## src/qla_cfg.svh

```systemverilog
// QLA motor controller slice configuration
// Channel count, register map, amplifier enable delay and quad-DAC framing

`ifndef QLA_CFG_SVH
`define QLA_CFG_SVH

// ---------------------------------------------------------------------------
// Register map
// ---------------------------------------------------------------------------
`define QLA_NUM_CHAN           4        // Motor channels, 1..4 on the bus
`define QLA_ADDR_MAIN          4'h0     // Address space in bits 15..12
`define QLA_OFF_GLOBAL_STATUS  4'd0     // Channel 0 only
`define QLA_OFF_DAC_CTRL       4'd1     // Commanded current
`define QLA_OFF_MOTOR_STATUS   4'd12    // Per-channel status word

// ---------------------------------------------------------------------------
// Amplifier and DAC timing
// ---------------------------------------------------------------------------
`define QLA_AMP_EN_DELAY       8        // sysclk cycles in AMP_DELAY
`define QLA_DAC_FRAME_BITS     24       // cmd + addr + data
`define QLA_DAC_CMD_WR_UPD     4'b0011  // Write and update DAC register
`define QLA_DAC_GAP            2        // Chip select high between frames

`endif
```

## src/qla_pkg.sv

```systemverilog
// QLA shared types
// Bus words, commanded current, channel number and FSM state encodings

package qla_pkg;

    // Bus address: [15:12] space, [7:4] channel, [3:0] offset
    typedef logic [15:0] reg_addr_t;

    typedef logic [31:0] reg_data_t;   // Bus data word

    typedef logic [15:0] cur_cmd_t;    // Commanded current, DAC code

    typedef logic [3:0]  chan_num_t;   // Channel number on the bus

    // Amplifier enable FSM
    typedef enum logic [1:0] {
        AMP_OFF,                       // Disabled by command
        AMP_DELAY,                     // Waiting out the enable delay
        AMP_ON,                        // Amplifier driven
        AMP_SAFETY_OFF                 // Latched off after a fault
    } amp_state_e;

    // Quad-DAC serial FSM
    typedef enum logic [1:0] {
        DAC_IDLE,
        DAC_SHIFT,                     // Frame on the wire
        DAC_GAP                        // csel high between frames
    } dac_state_e;

endpackage

```

## src/motor_chan_if.sv

```systemverilog
// Motor channel link
// Write strobes from the decoder into one axis, and the axis state
// back out to the read-back mux and the DAC controller

`timescale 1ns/1ps

interface motor_chan_if;

    logic              cmd_wen;    // Load new commanded current
    qla_pkg::cur_cmd_t cmd_data;
    logic              en_wen;     // Amplifier enable write
    logic              en_value;   // 1 -> enable, 0 -> disable
    qla_pkg::cur_cmd_t cur_cmd;    // Held commanded current
    qla_pkg::reg_data_t status;    // Motor status word

    modport decode (
        output cmd_wen, cmd_data, en_wen, en_value
    );

    modport chan (
        input  cmd_wen, cmd_data, en_wen, en_value,
        output cur_cmd, status
    );

    // Read-back mux and DAC controller
    modport drain (
        input cur_cmd, status
    );

endinterface

```

## src/qla_top.sv

```systemverilog
// QLA motor controller top level
// Register bus into four motor channels, read-back path and
// quad-DAC serial output

`timescale 1ns/1ps
`include "qla_cfg.svh"

module qla_top (
    input  logic        sysclk,
    input  logic        arst_n,
    input  logic        reg_wen,
    input  logic        blk_wen,
    input  logic [15:0] reg_raddr,
    input  logic [15:0] reg_waddr,
    input  logic [31:0] reg_wdata,
    input  logic [3:0]  amp_fault,        // Active low, channel k on bit k-1
    output logic [31:0] reg_rdata,
    output logic [3:0]  amp_disable_pin,
    output logic        dac_sclk,
    output logic        dac_mosi,
    output logic        dac_csel
);

    logic dac_req;

    motor_chan_if chan_bus [`QLA_NUM_CHAN] ();

    qla_write_decode u_wdec (
        .sysclk    (sysclk),
        .arst_n    (arst_n),
        .reg_waddr (reg_waddr),
        .reg_wdata (reg_wdata),
        .reg_wen   (reg_wen),
        .blk_wen   (blk_wen),
        .chan      (chan_bus),
        .dac_req   (dac_req)
    );

    // Axes 1..4
    for (genvar k = 0; k < `QLA_NUM_CHAN; k++) begin : g_mchan
        motor_channel u_mchan (
            .sysclk          (sysclk),
            .arst_n          (arst_n),
            .bus             (chan_bus[k]),
            .amp_fault       (amp_fault[k]),
            .amp_disable_pin (amp_disable_pin[k])
        );
    end

    qla_readback u_rdback (
        .sysclk    (sysclk),
        .arst_n    (arst_n),
        .reg_raddr (reg_raddr),
        .chan      (chan_bus),
        .reg_rdata (reg_rdata)
    );

    dac_spi_ctrl u_dac (
        .sysclk   (sysclk),
        .arst_n   (arst_n),
        .dac_req  (dac_req),
        .chan     (chan_bus),
        .dac_sclk (dac_sclk),
        .dac_mosi (dac_mosi),
        .dac_csel (dac_csel)
    );

endmodule

```

## src/dac_spi_ctrl.sv

```systemverilog
// Quad-DAC serial controller
// On request sends four 24-bit write-and-update frames, one per channel,
// MSB first at sysclk/2. A request during a sequence is held pending

`timescale 1ns/1ps
`include "qla_cfg.svh"

module dac_spi_ctrl (
    input  logic        sysclk,
    input  logic        arst_n,
    input  logic        dac_req,
    motor_chan_if.drain chan [`QLA_NUM_CHAN],
    output logic        dac_sclk,
    output logic        dac_mosi,
    output logic        dac_csel
);

    localparam int N      = `QLA_NUM_CHAN;
    localparam int FBITS  = `QLA_DAC_FRAME_BITS;
    localparam int FRM_W  = $clog2(N);
    localparam int BIT_W  = $clog2(FBITS);
    localparam int GAP_W  = $clog2(`QLA_DAC_GAP + 1);

    qla_pkg::dac_state_e state;
    logic                req_pend;        // Update waiting to start
    logic [FRM_W-1:0]    frame_cnt;       // Channel minus 1
    logic [BIT_W-1:0]    bit_cnt;
    logic [GAP_W-1:0]    gap_cnt;
    logic [FBITS-1:0]    shreg;           // MSB on the wire
    logic [FBITS-1:0]    frame_word [N];
    logic                start;

    // cmd, address, data
    for (genvar i = 0; i < N; i++) begin : g_frame
        assign frame_word[i] = {`QLA_DAC_CMD_WR_UPD, 4'(i), chan[i].cur_cmd};
    end

    assign start    = (state == qla_pkg::DAC_IDLE) && req_pend;
    assign dac_mosi = shreg[FBITS-1];

    always_ff @(posedge sysclk or negedge arst_n) begin
        if (!arst_n) begin
            req_pend <= 1'b0;
        end else begin
            req_pend <= dac_req || (req_pend && !start);
        end
    end

    // ------------------------------------------------------------------------
    // Frame sequencer
    // ------------------------------------------------------------------------
    always_ff @(posedge sysclk or negedge arst_n) begin
        if (!arst_n) begin
            state     <= qla_pkg::DAC_IDLE;
            frame_cnt <= '0;
            bit_cnt   <= '0;
            gap_cnt   <= '0;
            shreg     <= '0;
            dac_sclk  <= 1'b0;
            dac_csel  <= 1'b1;
        end else begin
            case (state)
                qla_pkg::DAC_IDLE: begin
                    if (req_pend) begin
                        state     <= qla_pkg::DAC_SHIFT;
                        frame_cnt <= '0;
                        bit_cnt   <= '0;
                        shreg     <= frame_word[0];      // Latch cur_cmd now
                        dac_csel  <= 1'b0;
                    end
                end
                qla_pkg::DAC_SHIFT: begin
                    dac_sclk <= !dac_sclk;
                    if (dac_sclk) begin                  // Falling edge, next bit
                        shreg <= shreg << 1;
                        if (bit_cnt == BIT_W'(FBITS - 1)) begin
                            state    <= qla_pkg::DAC_GAP;
                            gap_cnt  <= GAP_W'(`QLA_DAC_GAP - 1);
                            dac_csel <= 1'b1;            // Frame ends here
                        end else begin
                            bit_cnt <= bit_cnt + 1'b1;
                        end
                    end
                end
                qla_pkg::DAC_GAP: begin
                    if (gap_cnt != '0) begin
                        gap_cnt <= gap_cnt - 1'b1;
                    end else if (frame_cnt == FRM_W'(N - 1)) begin
                        state <= qla_pkg::DAC_IDLE;      // Pending req restarts
                    end else begin
                        state     <= qla_pkg::DAC_SHIFT;
                        frame_cnt <= frame_cnt + 1'b1;
                        bit_cnt   <= '0;
                        shreg     <= frame_word[frame_cnt + 1'b1];
                        dac_csel  <= 1'b0;
                    end
                end
                default: state <= qla_pkg::DAC_IDLE;
            endcase
        end
    end

    // Clock edges only inside a selected frame
    a_sclk_in_frame : assert property (@(posedge sysclk) disable iff (!arst_n)
        (dac_sclk != $past(dac_sclk)) |-> !$past(dac_csel));

endmodule

```

## src/qla_readback.sv

```systemverilog
// QLA register read-back
// Registered read mux over the global status and the per-channel
// commanded current and status words

`timescale 1ns/1ps
`include "qla_cfg.svh"

module qla_readback (
    input  logic               sysclk,
    input  logic               arst_n,
    input  qla_pkg::reg_addr_t reg_raddr,
    motor_chan_if.drain        chan [`QLA_NUM_CHAN],
    output qla_pkg::reg_data_t reg_rdata
);

    localparam int N     = `QLA_NUM_CHAN;
    localparam int IDX_W = $clog2(N);

    qla_pkg::cur_cmd_t  cur_cmd_a [N];
    qla_pkg::reg_data_t status_a  [N];
    logic [N-1:0]       en_bits;          // Enable commands, channels N..1
    qla_pkg::chan_num_t rchan;
    logic [IDX_W-1:0]   ridx;             // Channel minus 1
    logic               rd_main;
    qla_pkg::reg_data_t rd_next;

    for (genvar i = 0; i < N; i++) begin : g_chan
        assign cur_cmd_a[i] = chan[i].cur_cmd;
        assign status_a[i]  = chan[i].status;
        assign en_bits[i]   = chan[i].status[0];
    end

    assign rchan   = reg_raddr[7:4];
    assign ridx    = IDX_W'(rchan - 4'd1);
    assign rd_main = (reg_raddr[15:12] == `QLA_ADDR_MAIN);

    always_comb begin
        rd_next = '0;                                  // Unmapped reads as 0
        if (rd_main && rchan == '0 && reg_raddr[3:0] == `QLA_OFF_GLOBAL_STATUS) begin
            rd_next = {{(32 - N){1'b0}}, en_bits};
        end else if (rd_main && rchan != '0 && rchan <= qla_pkg::chan_num_t'(N)) begin
            case (reg_raddr[3:0])
                `QLA_OFF_DAC_CTRL:     rd_next = {16'd0, cur_cmd_a[ridx]};
                `QLA_OFF_MOTOR_STATUS: rd_next = status_a[ridx];
                default:               rd_next = '0;
            endcase
        end
    end

    // One cycle read latency
    always_ff @(posedge sysclk or negedge arst_n) begin
        if (!arst_n) begin
            reg_rdata <= '0;
        end else begin
            reg_rdata <= rd_next;
        end
    end

endmodule

```

## src/motor_channel.sv

```systemverilog
// Motor channel, one axis
// Holds the commanded current and runs the amplifier enable FSM with
// its enable delay and the latched safety disable on amp fault

`timescale 1ns/1ps
`include "qla_cfg.svh"

module motor_channel (
    input  logic       sysclk,
    input  logic       arst_n,
    motor_chan_if.chan bus,
    input  logic       amp_fault,        // Active low
    output logic       amp_disable_pin
);

    localparam int DLY_W = $clog2(`QLA_AMP_EN_DELAY + 1);

    qla_pkg::amp_state_e amp_state;
    logic [DLY_W-1:0]    dly_cnt;        // Cycles left in AMP_DELAY
    logic                en_cmd;         // Last enable written by host
    logic                fault;
    logic                safety_off;
    qla_pkg::cur_cmd_t   cur_cmd_q;

    assign fault      = !amp_fault;
    assign safety_off = (amp_state == qla_pkg::AMP_SAFETY_OFF);

    // Commanded current
    always_ff @(posedge sysclk or negedge arst_n) begin
        if (!arst_n) begin
            cur_cmd_q <= '0;
        end else if (bus.cmd_wen) begin
            cur_cmd_q <= bus.cmd_data;
        end
    end

    // ------------------------------------------------------------------------
    // Amplifier enable FSM
    // ------------------------------------------------------------------------
    always_ff @(posedge sysclk or negedge arst_n) begin
        if (!arst_n) begin
            amp_state <= qla_pkg::AMP_OFF;
            dly_cnt   <= '0;
            en_cmd    <= 1'b0;
        end else begin
            if (bus.en_wen) begin
                en_cmd <= bus.en_value;
            end
            if (bus.en_wen && !bus.en_value) begin
                amp_state <= qla_pkg::AMP_OFF;              // Disable wins from anywhere
            end else if (bus.en_wen && (amp_state == qla_pkg::AMP_OFF || safety_off)) begin
                amp_state <= qla_pkg::AMP_DELAY;            // Enable clears safety too
                dly_cnt   <= DLY_W'(`QLA_AMP_EN_DELAY - 1);
            end else begin
                case (amp_state)
                    qla_pkg::AMP_DELAY: begin
                        if (fault) begin
                            amp_state <= qla_pkg::AMP_SAFETY_OFF;
                        end else if (dly_cnt == '0) begin
                            amp_state <= qla_pkg::AMP_ON;
                        end else begin
                            dly_cnt <= dly_cnt - 1'b1;
                        end
                    end
                    qla_pkg::AMP_ON: begin
                        if (fault) begin
                            amp_state <= qla_pkg::AMP_SAFETY_OFF;   // Latched
                        end
                    end
                    default: ;                              // OFF, SAFETY_OFF hold
                endcase
            end
        end
    end

    assign amp_disable_pin = (amp_state != qla_pkg::AMP_ON);

    // Status: [31:16] cur_cmd, [3] pin, [2] fault, [1] safety, [0] enable
    assign bus.cur_cmd = cur_cmd_q;
    assign bus.status  = {cur_cmd_q, 12'd0, amp_disable_pin, fault, safety_off, en_cmd};

    // Amp driven only in AMP_ON, and only with the host enable standing
    a_pin_low_on : assert property (@(posedge sysclk) disable iff (!arst_n)
        !amp_disable_pin |-> (amp_state == qla_pkg::AMP_ON) && en_cmd);

endmodule

```

## src/qla_write_decode.sv

```systemverilog
// QLA register write decoder
// Turns bus writes into registered per-channel strobes, so the
// channels never see addresses. Also raises the DAC update request

`timescale 1ns/1ps
`include "qla_cfg.svh"

module qla_write_decode (
    input  logic               sysclk,
    input  logic               arst_n,
    input  qla_pkg::reg_addr_t reg_waddr,
    input  qla_pkg::reg_data_t reg_wdata,
    input  logic               reg_wen,
    input  logic               blk_wen,
    motor_chan_if.decode       chan [`QLA_NUM_CHAN],
    output logic               dac_req
);

    localparam int N = `QLA_NUM_CHAN;

    qla_pkg::chan_num_t wchan;
    logic               wr_main;     // Write into main space
    logic               wr_dac;      // Commanded current, channel 1..N
    logic               wr_glob;     // Global enable write on channel 0
    logic [N-1:0]       cmd_wen_q;
    logic [N-1:0]       en_wen_q;
    logic [N-1:0]       en_val_q;    // Enable values, one per channel
    qla_pkg::cur_cmd_t  cmd_data_q;  // Shared by all channels

    assign wchan   = reg_waddr[7:4];
    assign wr_main = reg_wen && (reg_waddr[15:12] == `QLA_ADDR_MAIN);
    assign wr_dac  = wr_main && (wchan != '0) && (wchan <= qla_pkg::chan_num_t'(N))
                     && (reg_waddr[3:0] == `QLA_OFF_DAC_CTRL);
    assign wr_glob = wr_main && (wchan == '0)
                     && (reg_waddr[3:0] == `QLA_OFF_GLOBAL_STATUS);

    // Strobes, one cycle after the write
    always_ff @(posedge sysclk or negedge arst_n) begin
        if (!arst_n) begin
            cmd_wen_q <= '0;
            en_wen_q  <= '0;
            dac_req   <= 1'b0;
        end else begin
            dac_req <= wr_dac && blk_wen;   // Block write also updates DAC
            for (int i = 0; i < N; i++) begin
                cmd_wen_q[i] <= wr_dac && (wchan == qla_pkg::chan_num_t'(i + 1));
                en_wen_q[i]  <= wr_glob && reg_wdata[4 + i];   // Mask in [7:4]
            end
        end
    end

    // Payload alongside the strobes
    always_ff @(posedge sysclk) begin
        if (wr_dac) begin
            cmd_data_q <= reg_wdata[15:0];
        end
        if (wr_glob) begin
            en_val_q <= reg_wdata[N-1:0];   // Values in [3:0]
        end
    end

    for (genvar i = 0; i < N; i++) begin : g_chan
        assign chan[i].cmd_wen  = cmd_wen_q[i];
        assign chan[i].cmd_data = cmd_data_q;
        assign chan[i].en_wen   = en_wen_q[i];
        assign chan[i].en_value = en_val_q[i];
    end

    // One channel per current write
    a_one_cmd_wen : assert property (@(posedge sysclk) disable iff (!arst_n)
        $onehot0(cmd_wen_q));

endmodule

```

## config.mk

```make
export PLATFORM = sky130hd
export DESIGN_NAME = qla_top
export DESIGN_NICKNAME = d
export VERILOG_FILES = /design/src/qla_pkg.sv /design/src/motor_chan_if.sv /design/src/qla_top.sv /design/src/dac_spi_ctrl.sv /design/src/qla_readback.sv /design/src/motor_channel.sv /design/src/qla_write_decode.sv
export VERILOG_INCLUDE_DIRS = /design/src
export SDC_FILE = /design/constraint.sdc
export NUM_CORES = 1
export LEC_CHECK = 0
export ABC_CLOCK_PERIOD_IN_PS = 2950
export BUFFER_PORTS_ARGS = -buffer_cell sky130_fd_sc_hd__buf_4
export CORE_MARGIN = 2
export CORE_UTILIZATION = 40
export DETAILED_ROUTE_END_ITERATION = 6
export PLACE_DENSITY = 0.62
export RECOVER_POWER = 50
export SKIP_LAST_GASP = 1
export SLEW_MARGIN = 20
export SYNTH_ARGS = -nofsm -noshare
export SYNTH_HDL_FRONTEND = slang
export SYNTH_SLANG_ARGS = --single-unit
```

## constraint.sdc

```tcl
create_clock -name sysclk -period 2.95 [get_ports sysclk]
set_clock_uncertainty 0.2 [all_clocks]
set_input_delay 0.1475 -clock sysclk [delete_from_list [all_inputs] [get_ports sysclk]]
set_output_delay 0.1475 -clock sysclk [all_outputs]
set_load 0.05 [all_outputs]
```

# After elaboration in Yosys (flattened, before gate mapping)
# Index checks and enable logic that the tools add are counted.
classes:
  addsub: 8
  n_lt_le_gt_ge: 4
  n_eq_ne: 46
  muxes: 83
  bitwise: 6
  n_reduce_logical: 91
ops:
  columns: ["operator", "n"]
  rows:
  - ["$mux W24", 6]
  - ["$mux W32", 4]
  - ["$pmux W24 S3", 1]
  - ["$bmux W32 S2", 1]
  - ["$mux W4", 16]
  - ["$pmux W32 S2", 1]
  - ["$mux W2", 30]
  - ["$bmux W24 S2", 1]
  - ["$logic_not A4 Y1", 10]
  - ["$bmux W16 S2", 1]
  - ["$mux W16", 2]
  - ["$logic_and A1 B1 Y1", 29]
  - ["$reduce_and A4 Y1", 7]
  - ["$mux W5", 5]
  - ["$pmux W2 S2", 6]
  - ["$reduce_bool A4 Y1", 6]
  - ["$reduce_bool A2 Y1", 11]
  - ["$eq A2 B2 Y1 const B", 10]
  - ["$ne A5 B2 Y1 const B", 4]
  - ["$ne A2 B1 Y1 const B", 8]
  - ["$ne A4 B2 Y1 const B", 4]
  - ["$sub A4 B1 Y4 const B", 4]
  - ["$pmux W5 S3", 1]
  - ["$ne A2 B2 Y1 const B", 7]
  - ["other kinds (23)", 63]
totals:
  regBits: 191
  out_inout_bits: 39
  word_cells: 268

# Longest topological paths before layout
# Gate-level depths: netlist of the first run.
depth:
  word_depth: 8
  ltp_mapped: 9

# Modules after synthesis
# A second synthesis of the first run with hierarchy kept.
unflattened:
  cells_unflattened: 1030
  hier_area_um2: 11791.3
modules_own_cells:
  columns: ["module", "instances", "cells_per_inst", "area_per_inst_um2", "seq_area_each_um2"]
  rows:
  - ["motor_channel at g_mchan[1].u_mchan ...", 3, 119, 1356.3, 575.6]
  - ["dac_spi_ctrl", 1, 278, 2612.5, 952.2]
  - ["qla_readback", 1, 169, 2417.3, 800.8]
  - ["qla_write_decode", 1, 107, 1372.6, 825.8]
  - ["motor_channel at g_mchan[0].u_mchan", 1, 119, 1320.0, 575.6]

# Worst setup path before layout of the first run
# Ideal clock, no wire load.
synth_timing:
  path_type: "register to register"
  start: "register u_dac.frame_cnt[0]"
  end: "register u_dac.shreg[12]"
  setup_ns: 0.130
  t_arrival_ns: 1.778
  path_slack_ns: 0.842
  stages_incl_launch_ff: 7
  synth_period_minus_slack_ns: 2.108
  path_cell_list: "dfrtp_1 ha_1 buf_2 clkbuf_1 mux4_2 a222oi_1 a21oi_1"
synth_via:
  elab_chain_len: 8
  elab_cells_between_ends: 11
  classes_between: "add/sub (1); eq/ne (2); mux (6); bitwise (1); reduce/logical (1)"
synth_rtl:
  columns: ["item", "line", "source"]
  rows:
  - ["start: declaration", "dac_spi_ctrl.sv:26", "logic [FRM_W-1:0] frame_cnt;"]
  - ["start signal: assignment", "dac_spi_ctrl.sv:92", "frame_cnt <= frame_cnt + 1'b1;"]
  - ["$add A2 B1 Y2", "dac_spi_ctrl.sv:94", "shreg <= frame_word[frame_cnt + 1'b1];"]
  - ["$not A2 Y3 (not written as such)", "dac_spi_ctrl.sv:94", null]
  - ["$bmux W24 S2", "dac_spi_ctrl.sv:94", null]
  - ["$mux W24 (not written as such) (2 in series)", "dac_spi_ctrl.sv:94", null]
  - ["$mux W24", "dac_spi_ctrl.sv:88", "end else if (frame_cnt == FRM_W'(N - 1)) begin"]
  - ["$mux W24", "dac_spi_ctrl.sv:86", "if (gap_cnt != '0) begin"]
  - ["$pmux W24 S3", "dac_spi_ctrl.sv:62", "case (state)"]
  - ["end signal: assignment", "dac_spi_ctrl.sv:68", "shreg <= frame_word[0];"]
  - ["end signal: assignment", "dac_spi_ctrl.sv:75", "shreg <= shreg << 1;"]
  - ["end signal: assignment", "dac_spi_ctrl.sv:94", null]
  - ["end: declaration", "dac_spi_ctrl.sv:29", "logic [FBITS-1:0] shreg;"]
# Parallel ways exist; a longest one is shown, timed or not. The select of a mux whose other input is x is not followed.
# A chain may end at the register's enable or synchronous reset.

# Worst setup path after layout of the first run
layout_timing:
  start: "input reg_raddr[4]"
  end: "register u_rdback.reg_rdata[14]"
layout_via:
  elab_chain_len: 8
  elab_cells_between_ends: 18
  classes_between: "add/sub (1); order compare (1); mux (9); bitwise (1); reduce/logical (6)"
layout_rtl:
  columns: ["item", "line", "source"]
  rows:
  - ["start: declaration", "qla_top.sv:13", "input logic [15:0] reg_raddr,"]
  - ["$sub A2 B1 Y2", "qla_readback.sv:34", "assign ridx = IDX_W'(rchan - 4'd1);"]
  - ["$not A2 Y3 (not written as such)", "qla_readback.sv:43, qla_readback.sv:44", null]
  - ["$bmux W32 S2 or $bmux W16 S2 (tied branches)", "qla_readback.sv:44, qla_readback.sv:43", null]
  - ["$mux W32 (not written as such) or $mux W16 (tied branches) (2 in series)", "qla_readback.sv:44, qla_readback.sv:43", null]
  - ["$pmux W32 S2", "qla_readback.sv:42", "case (reg_raddr[3:0])"]
  - ["$mux W32", "qla_readback.sv:41", "end else if (rd_main && rchan != '0 && rchan <= qla_pkg::chan_num_t'(N)) begin"]
  - ["$mux W32 (*)", "qla_readback.sv:39", "if (rd_main && rchan == '0 && reg_raddr[3:0] == `QLA_OFF_GLOBAL_STATUS) begin"]
  - ["net u_rdback.rd_next[14]", "qla_readback.sv:25", "qla_pkg::reg_data_t rd_next;"]
  - ["end signal: assignment", "qla_readback.sv:55", "reg_rdata <= rd_next;"]
  - ["end: declaration", "qla_readback.sv:13", "output qla_pkg::reg_data_t reg_rdata"]
# Mark *: on every way through the listed nets, which the timed path passes. The rest lies on a longest branch. The select of a mux whose other input is x is not followed.

==> flow_summary.ini, run 1 <==
[final_layout]
n_fill_cell = 1972
fin_area_mm2 = 0.0106
multiInputGateArea_mm2 = 0.00374
fin_nets = 912
seq_area_mm2 = 0.00488
antenna_cells = 0
drive_gt1_frac = 0.242
areaGrowthSynthToFinish_pct = 18.5

[synth]
synth_top_area_cell = dfrtp_1
synth_top_area_frac = 0.473
netlist_area_mm2 = 0.00899
synth_edf_count = 20
async_flop_share = 0.895
postSynthCellCount = 699
yosysUniqueCellTypes = 59
synth_ff_type = dfrtp_1
synth_area_per_cell_um2 = 12.9
ys_ff_latch = 191
seq_area_frac_synth = 0.543
netlist_top_cells_area = dfrtp_1 47%, mux4_2 9.0%, mux2_2 8.8%
yosys_warnings = 0
synth_nets = 796

[place]
gp_congestion = 0.805
dp_hpwl_mm = 12.5
dpl_worst_slack_ps = 567
io_buffers = 86
dpl_cell_area_mm2 = 0.00993

[routing]
drc = 0
drtPass1Iterations = 7
drt-total-wl_mm = 18.9
vias_per_cell = 5.39
wl_per_cell_um = 17.1
ant_nets = 0
vias = 5968
drtIter0Drc = 484

[die]
fp.coreArea_mm2 = 0.0220
die_w_um = 154
core.rowCount = 54
start_util = 0.409
boundaryPins = 111
die_h_um = 154
die_area_mm2 = 0.0237

[cts]
postCtsSetupBuffers = 0
clock_latency_ps = 440
clock-sinks = 191
clockBufferDepth = 2
cts_buffers = 17
clk_pin_slew_ps = 70
tritoncts = yes
h-tree-depth = 4
clock-root-buffer = clkbuf_16

[sta]
tightest_slew_ps = 1750
fin_crit_sh = 0.819
max-slew-margin-rel = -0.164
hold_viol_final = 0
rsz0062_at_grt = false
finalCriticalPeriod_ps = 2420
setup_tns_ps = 0
fmax_ghz = 0.414
slew_violations = 66
setup_viol = 0
setup_ws_ps = 534

[critical_path]
slowest_stage = dlygate4sd3_1
crit_type = primary input to register
critPathMaxStageDelay_ps = 550
end_kind = register
critPathArrivalTime_ps = 2550
required_ps = 3080
cp-start-kind = primary input
crit_chain = clkbuf_1 -> inv_1 -> ha_1 -> clkbuf_1 -> mux4_2 -> inv_1 -> nor3_1 -> dlygate4sd3_1
path_max_fanout = 8

[power_and_ir_drop]
power_mw = 7.39
power_per_cell_area_mw_per_mm2 = 694
leakage_nw = 4.76
irDropWorstVdd_uv = 374

[global_route]
grt_pass1_vias = 6043
grt_pass1_wl_mm = 31.6
gr-total-overflow = 0
antenna_found_initial = 0
grt_start_max_net_pins = 67
grt_use_total = 0.170

[run]
drv_cap = 1

[hold_path]
hp-class = primary input to register

[outcome]
violations = max-capacitance violations, max-slew violations
outcome = finished with violations
per-stage QoR:
stage	util	std cells	hold slack [ps]
global route	0.485	1108	142
CTS	0.493	1108	96.1
detailed placement	0.452	1044	-5.57
global placement	0.452	1044	-1.27
floorplan	-	699	-348
finish	0.485	1108	110
cell families (layout without fill, tap and decap cells):
group	Yosys count	after routing	synth area share
compound gates	117	117	0.0941
xor+xnor	6	6	0.00585
fa+ha+maj	25	25	0.0348
buf+inv	80	209	0.0409
flops	191	191	0.543
mux	107	107	0.179
simple gates	173	173	0.102
timing repair:
action,4_1_cts,5_1_grt
gates resized for setup,0,0
endpoints found under the hold margin,105,0
hold buffers,32,0
worst max-delay path: cells and delay by family:
| family | cells | cell delay [ps] |
|---|---|---|
| muxes | 1 | 450 |
| and+or+nand+nor | 1 | 60 |
| buffers and inverters | 5 | 1390 |
| adders and majority gates | 1 | 490 |
worst paths after layout:
path	slack, ps	endpoint	depth (start not counted)	start
max in group asynchronous	650	g_mchan[3].u_mchan.dly_cnt[3]	3	arst_n
worst max-delay path	530	u_rdback.reg_rdata[14]	8	reg_raddr[4]
worst min-delay path	110	u_wdec.en_val_q[1]	3	reg_waddr[1]
worst min register to register	230	u_dac.req_pend	1	u_wdec.dac_req
min in group asynchronous	490	g_mchan[1].u_mchan.dly_cnt[1]	2	arst_n
worst max register to register	570	u_dac.bit_cnt[3]	7	u_dac.state[1]
where the power goes:
part / switching, mW / internal, mW
clock: 1.08 / 1.16
combinational: 1.26 / 0.814
sequential: 0.166 / 2.91
cell usage after synthesis (17+ instances only):
cell and instances:
and2_1 18, dfrtp_1 170, mux4_2 36, nor2_1 43, inv_1 42, a21oi_1 35, nor2b_1 26, ha_1 25
nand2_1 19, edfxtp_1 20, nor3_1 17, mux2_2 70, o21ai_0 20
placed cells by master, fill, tap and decap left out, drive strengths merged, types with 5 or more instances in the layout:
cell type and n:
dfrtp 170, clkbuf 74, mux2 70, inv 49, buf 48, nor2 43, mux4 36, a21oi 35
dlygate4sd3 32, nor2b 26, ha 25, o21ai 20, edfxtp 20, nand2 19, and2 18, nor3 17
nand3 15, a222oi 15, nand2b 10, a221o 7, a22oi 5
final cells by class:
| cell class | count | share of cell area |
|---|---|---|
| sequential | 191 | 0.458 |
| multi-input combinational | 428 | 0.351 |
| timing repair buffer | 134 | 0.0884 |
| clock buffer | 20 | 0.0429 |
| tap | 280 | 0.0329 |
| inverter | 43 | 0.0152 |
| clock inverter | 12 | 0.0110 |
flip-flops by register name (all words and copies together), names as in the netlist, 4 cells and up:
name                         flops
u_dac.bit_cnt                    5
g_mchan.u_mchan.dly_cnt         16
u_wdec.cmd_wen_q                 4
u_dac.shreg                     24
u_wdec.en_wen_q                  4
u_wdec.chan.cmd_data            16
g_mchan.u_mchan.bus.cur_cmd     64
u_rdback.reg_rdata              32
u_wdec.en_val_q                  4
g_mchan.u_mchan.amp_state        8
g_mchan.u_mchan.en_cmd           4
routing by layer:
layer	part of all wire	GRT usage	vias to the layer above	wire length (um)
met5	0	0	-	0
met4	0.017	0.0543	0	321
met3	0.043	0.0409	24	819
met2	0.46	0.255	143	8720
met1	0.48	0.244	2988	9040
li1	-	-	2813	-
No activity file was read; power rests on OpenSTA's default activity.
==> inputs of run 2 (changes only) <==
ABC_CLOCK_PERIOD_IN_PS = 2200   (was 2950)
PLACE_DENSITY = 0.64   (was 0.62)
clock period = 2.2 ns   (was 2.95 ns; I/O delays follow)
==> run 2 against run 1 <==
The run ends with design-rule violations left. Critical path depth is 1 lower. Setup slack worse by 410 ps. Non-clock buffer count is 16 higher. Total power is 40% higher. Core utilization is 1.7 points higher. Global-route usage is 0.056 points higher. Die area stayed put. Count of clock-buffer cells in the layout is 3 lower. Sequential power is 34% higher. Flip-flop and latch count stayed put. Clock power is 36% higher. Highest routed layer unchanged. Design area is 3.4% higher. Largest cell class unchanged.
==> flow_summary.ini, run 2 (synthesis results as in run 1) <==
[final_layout]
n_fill_cell = 1920
layoutNonFillerInstCount = 1124
largest_reg_flops = 64
seq_area_mm2 = 0.00488
areaGrowthSynthToFinish_pct = 22.5
drive_gt1_frac = 0.300
mostFrequentLayoutCells = 170 x dfrtp_1, 88 x buf_4, 70 x mux2_2
fin_nets = 928
layout_commonest_cell = dfrtp_1
antenna_cells = 0
multiInputGateArea_mm2 = 0.00374

[routing]
drc = 2
drtPass1Iterations = 7
wl_per_cell_um = 17.2
drtIter0Drc = 442
vias = 6100
ant_nets = 0
vias_per_cell = 5.43
drt-total-wl_mm = 19.3

[global_route]
grt_pass1_vias = 6025
grt_start_max_net_pins = 49
antenna_found_initial = 0
gr-total-overflow = 0
grt_use_total = 0.170
grt_pass1_wl_mm = 32.0

[sta]
slew_violations = 0
finalCriticalPeriod_ps = 2080
rsz0062_at_grt = true
max-slew-margin-rel = 0.131
fin_crit_sh = 0.944
setup_viol = 0
fmax_ghz = 0.482
hold_viol_final = 0
fin_hold_ws_ps = 56.7
tightest_slew_ps = 1300

[die]
die_area_mm2 = 0.0237
die_w_um = 154
boundaryPins = 111
die_h_um = 154
core.rowCount = 54
start_util = 0.409
fp.coreArea_mm2 = 0.0220

[outcome]
outcome = finished with violations
violations = design-rule violations

[hold_path]
min_to = u_wdec.en_val_q[1]
hp-class = primary input to register
worstHoldStart = reg_waddr[1]
hold_depth = 3

[critical_path]
rr_startpoint = u_dac.frame_cnt[0]
path_max_fanout = 7
reg2reg_slack_ps = 120
critPathArrivalTime_ps = 2200
reg2reg_to = u_dac.bit_cnt[4]
end_kind = register
required_ps = 2330
crit_type = register to register
rr_worst_depth = 7
cp-start-kind = register

[power_and_ir_drop]
leakage_nw = 5.04
power_mw = 10.4
power_per_cell_area_mw_per_mm2 = 943
irDropWorstVdd_uv = 672

[cts]
tritoncts = yes
clockBufferDepth = 2
clock-sinks = 191
clk_pin_slew_ps = 70
cts_buffers = 17
clock-root-buffer = clkbuf_16
h-tree-depth = 4
clock_latency_ps = 440

[run]
drv_cap = 0

[place]
dp_hpwl_mm = 13.1
io_buffers = 86
placedCellCount = 1056
gp_congestion = 0.755
-- run 2: changes by cell type in the layout (fill, tap and decap cells not counted), moves of 2 or more --
cell,change
clkbuf_4,+2
buf_4,+42
clkbuf_8,-2
buf_12,+4
buf_6,+3
inv_6,+2
inv_8,-2
clkbuf_1,-37
-- run 2: how the worst max path moves through the flow --
stage | from | end | slack [ps] | cells past startpoint
global route | u_dac.state[0] | u_dac.bit_cnt[4] | -9 | 8
floorplan | u_dac.frame_cnt[0] | u_dac.shreg[12] | 90 | 6
CTS | u_dac.frame_cnt[0] | u_dac.shreg[8] | 60 | 7
global placement | u_dac.frame_cnt[0] | u_dac.bit_cnt[3] | 120 | 6
finish | u_dac.frame_cnt[0] | u_dac.bit_cnt[4] | 120 | 7
detailed placement | u_dac.state[1] | u_dac.shreg[19] | 80 | 8
-- run 2: layout make-up --
type / instances / area share
Multi-Input combinational cell: 428 / 0.340
Sequential cell: 191 / 0.443
Clock inverter: 15 / 0.0139
Clock buffer: 17 / 0.0386
Tap cell: 280 / 0.0318
Inverter: 43 / 0.0147
Timing Repair Buffer: 150 / 0.118
-- run 2: metrics by stage --
stage	setup TNS [ps]	instance area [um2]	setup WS, ps	utilization
finish	0	11000	124	0.501
global route	-9.06	11000	-9.06	0.501
CTS	0	11000	56.8	0.501
detailed placement	0	10100	76.9	0.460
global placement	0	10100	119	0.460
floorplan	0	8990	92.0	-
-- run 2: report_power, final --
| group | total, mW | switching, mW | internal, mW |
|---|---|---|---|
| clock network | 3.04 | 1.44 | 1.60 |
| logic | 3.21 | 1.82 | 1.39 |
| registers | 4.13 | 0.229 | 3.90 |
| total | 10.4 | 3.49 | 6.89 |
-- run 2: repair_timing --
action                                  4_1_cts  5_1_grt
buffers inserted                              0        3
endpoints found under the setup margin        0       27
resized for setup                             0        4
endpoints found under the hold margin       217        0
hold buffers                                 32        0
-- run 2: layer usage --
| layer | wire length (um) | track usage | vias to the layer above |
|---|---|---|---|
| met5 | 0 | 0 | - |
| met2 | 9030 | 0.261 | 150 |
| met1 | 9190 | 0.244 | 3090 |
| met3 | 829 | 0.0361 | 16 |
| met4 | 275 | 0.0547 | 0 |
| li1 | - | - | 2844 |
-- run 2: worst max-delay path, cell delays in order (launching register included) --
cell       delay (ps)
dfrtp_1           420
ha_1              210
nand2b_1          210
a2111oi_4         330
buf_6             200
buf_4             160
mux2i_1           180
nand2_1            60
==> inputs of run 3 (changes only) <==
ABC_AREA = 1   (was not set)
BUFFER_PORTS_ARGS = -buffer_cell sky130_fd_sc_hd__buf_2   (was -buffer_cell sky130_fd_sc_hd__buf_4)
PLACE_DENSITY = 0.63   (was 0.64)
==> run 3 against run 2 <==
The run now ends clean. Sequential share of layout area fell by 2.1 points. Critical path depth did not move. Synthesized area rose by 7.9%. Total power fell by 1.8%. Core utilization fell by 2.1 points. Clock power rose by 5%. Global-route usage rose by 1.7 points. Setup slack got worse by 55 ps. Die area rose by 7.7%. Critical endpoint is now u_rdback.reg_rdata[1]. Largest cell class unchanged. Highest routed layer unchanged.
==> flow_summary.ini, run 3 <==
[synth]
synth_area_per_cell_um2 = 7.76
yosysUniqueCellTypes = 39
async_flop_share = 0.895
synth_most_common_cell = nand2_1
postSynthCellCount = 1251
synth_top_area_frac = 0.438
seq_area_frac_synth = 0.503
ys_ff_latch = 191
synth_top_area_cell = dfrtp_1
yosys-top-cells-count = 414 x nand2_1, 174 x inv_1, 170 x dfrtp_1, 116 x o21ai_0, 97 x nand3_1
synth_ff_type = dfrtp_1
synth_edf_count = 20
netlist_area_mm2 = 0.00970
synth_nets = 1348
netlist_top_cells_area = dfrtp_1 44%, nand2_1 16%, inv_1 6.7%
yosys_warnings = 0

[sta]
hold_viol_final = 0
slew_violations = 0
finalCriticalPeriod_ps = 2130
setup_viol = 0
rsz0062_at_grt = true
fmax_ghz = 0.469
max-slew-margin-rel = 0.529
fin_crit_sh = 0.969
tightest_slew_ps = 707
fin_hold_ws_ps = 17.6

[routing]
ant_nets = 0
wl_per_cell_um = 13.3
wl_met1_mm = 11.1
dr_wl_met2_mm = 10.5
drtPass1Iterations = 5
drt-total-wl_mm = 22.8
drtIter0Drc = 640
vias = 8047
drc = 0
vias_per_cell = 4.68
top_layer = met4
wl_met3_um = 941

[critical_path]
slowest_stage = dlygate4sd3_1
critPathMaxStageDelay_ps = 620
path_max_fanout = 3
reg2reg_slack_ps = 250
critPathArrivalTime_ps = 2310
end_kind = register
crit_type = primary input to register
cp.depth = 7
cp-start-kind = primary input
crit_chain = dlygate4sd3_1 -> buf_2 -> nor3_2 -> dlygate4sd3_1 -> nand3_1 -> nand2_1 -> dlygate4sd3_1
crit_path_frequent_cell = dlygate4sd3_1
path_delay_family = buffers and inverters
rr_worst_depth = 10
required_ps = 2380
path_buf_inv = 4

[cts]
clock-root-buffer = clkbuf_16
cts_buffers = 17
clock_latency_ps = 440
postCtsSetupBuffers = 0
clockBufferDepth = 2
clk_pin_slew_ps = 80
tritoncts = yes
clock-sinks = 191
h-tree-depth = 4

[final_layout]
layout_commonest_cell = nand2_1
fin_nets = 1478
multiInputGateArea_mm2 = 0.00383
post-route-util = 0.480
seq_area_mm2 = 0.00488
antenna_cells = 0
areaGrowthSynthToFinish_pct = 19.0
n_fill_cell = 2391
drive_gt1_frac = 0.0976
largest_reg_flops = 64
mostFrequentLayoutCells = 413 x nand2_1, 174 x inv_1, 170 x dfrtp_1

[global_route]
grt_start_max_net_pins = 66
grt_use_total = 0.187
grt_pass1_wl_mm = 38.7
grt_pass1_vias = 7875
antenna_found_initial = 0
gr-total-overflow = 0

[place]
gp_congestion = 0.777
io_buffers = 86
dp_hpwl_mm = 15.5

[power_and_ir_drop]
power_per_cell_area_mw_per_mm2 = 883
irDropWorstVdd_uv = 523
leakage_nw = 5.81

[die]
die_w_um = 160
die_area_mm2 = 0.0255
core.rowCount = 57
fp.coreArea_mm2 = 0.0240
die_h_um = 160
start_util = 0.404
boundaryPins = 111

[hold_path]
hold_depth = 6
hp-class = primary input to register

[run]
drv_cap = 0

[outcome]
outcome = complete, no violations
==> run 3: cell types whose count changed in the layout (fill, tap and decap cells not counted), moves of 39 or more <==
cell	delta
nand2_1	+394
inv_1	+132
o21ai_0	+96
nand3_1	+82
mux2_2	-70
buf_4	-68
buf_2	+39
==> run 3: worst paths after layout <==
check	start	endpoint
worst max-delay path	reg_raddr[0]	u_rdback.reg_rdata[1]
worst min register to register	u_wdec.dac_req	u_dac.req_pend
worst max register to register	u_dac.state[0]	u_dac.shreg[9]
min in group asynchronous	arst_n	g_mchan[0].u_mchan.dly_cnt[3]
worst min-delay path	reg_waddr[1]	u_wdec.en_wen_q[0]
max in group asynchronous	arst_n	u_rdback.reg_rdata[7]
==> run 3: routing by layer <==
layer	vias to the layer above	track usage
met4	0	0.0475
met1	3699	0.262
met3	12	0.0291
met5	-	0
met2	179	0.306
li1	4157	-
==> run 3: cells by family (layout without fill, tap and decap cells) <==
| logic type | after synthesis | count (layout) | synth area share |
|---|---|---|---|
| mux | 1 | 1 | 0.00103 |
| simple gates | 612 | 612 | 0.264 |
| fa+ha+maj | 25 | 25 | 0.0322 |
| xor+xnor | 4 | 4 | 0.00361 |
| flops | 191 | 191 | 0.503 |
| compound gates | 176 | 176 | 0.0930 |
| buf+inv | 242 | 385 | 0.104 |
==> run 3: worst reg2reg max path: stages, from the launching register on <==
cell	delay, ps
dfrtp_1	430
inv_1	90
ha_1	400
nand2_1	90
inv_2	260
nand2_1	110
o21ai_0	90
inv_1	60
nand2_1	60
nand2_1	50
nand2_1	50
==> run 3: where the power goes <==
part	leakage, nW	internal (mW)	switching, mW
clock	0.303	1.58	1.62
combinational	3.00	0.997	2.09
sequential	2.50	3.76	0.151
==> run 3: through the flow <==
stage	setup slack (ps)	instance area [um2]	instances	setup TNS, ps	total power [mW]
floorplan	450	9700	1251	0	6.09
finish	69.0	11500	1718	0	10.2
global route	-12.1	11500	1718	-12.1	10.8
detailed placement	254	10500	1637	0	7.05
CTS	1.87	11600	1719	0	10.3
global placement	300	10500	1637	0	6.97
==> run 3: repair_timing <==
action | CTS | global route
resized for setup | 0 | 4
hold endpoints to repair | 237 | 0
hold buffers | 50 | 0
endpoints found under the setup margin | 0 | 22
==> run 3: cell type report <==
cell class                 count  share of cell area
tap                          324              0.0351
timing repair buffer         162              0.0942
multi-input combinational    818               0.332
inverter                     191              0.0621
clock inverter                15              0.0172
clock buffer                  17              0.0368
sequential                   191               0.423
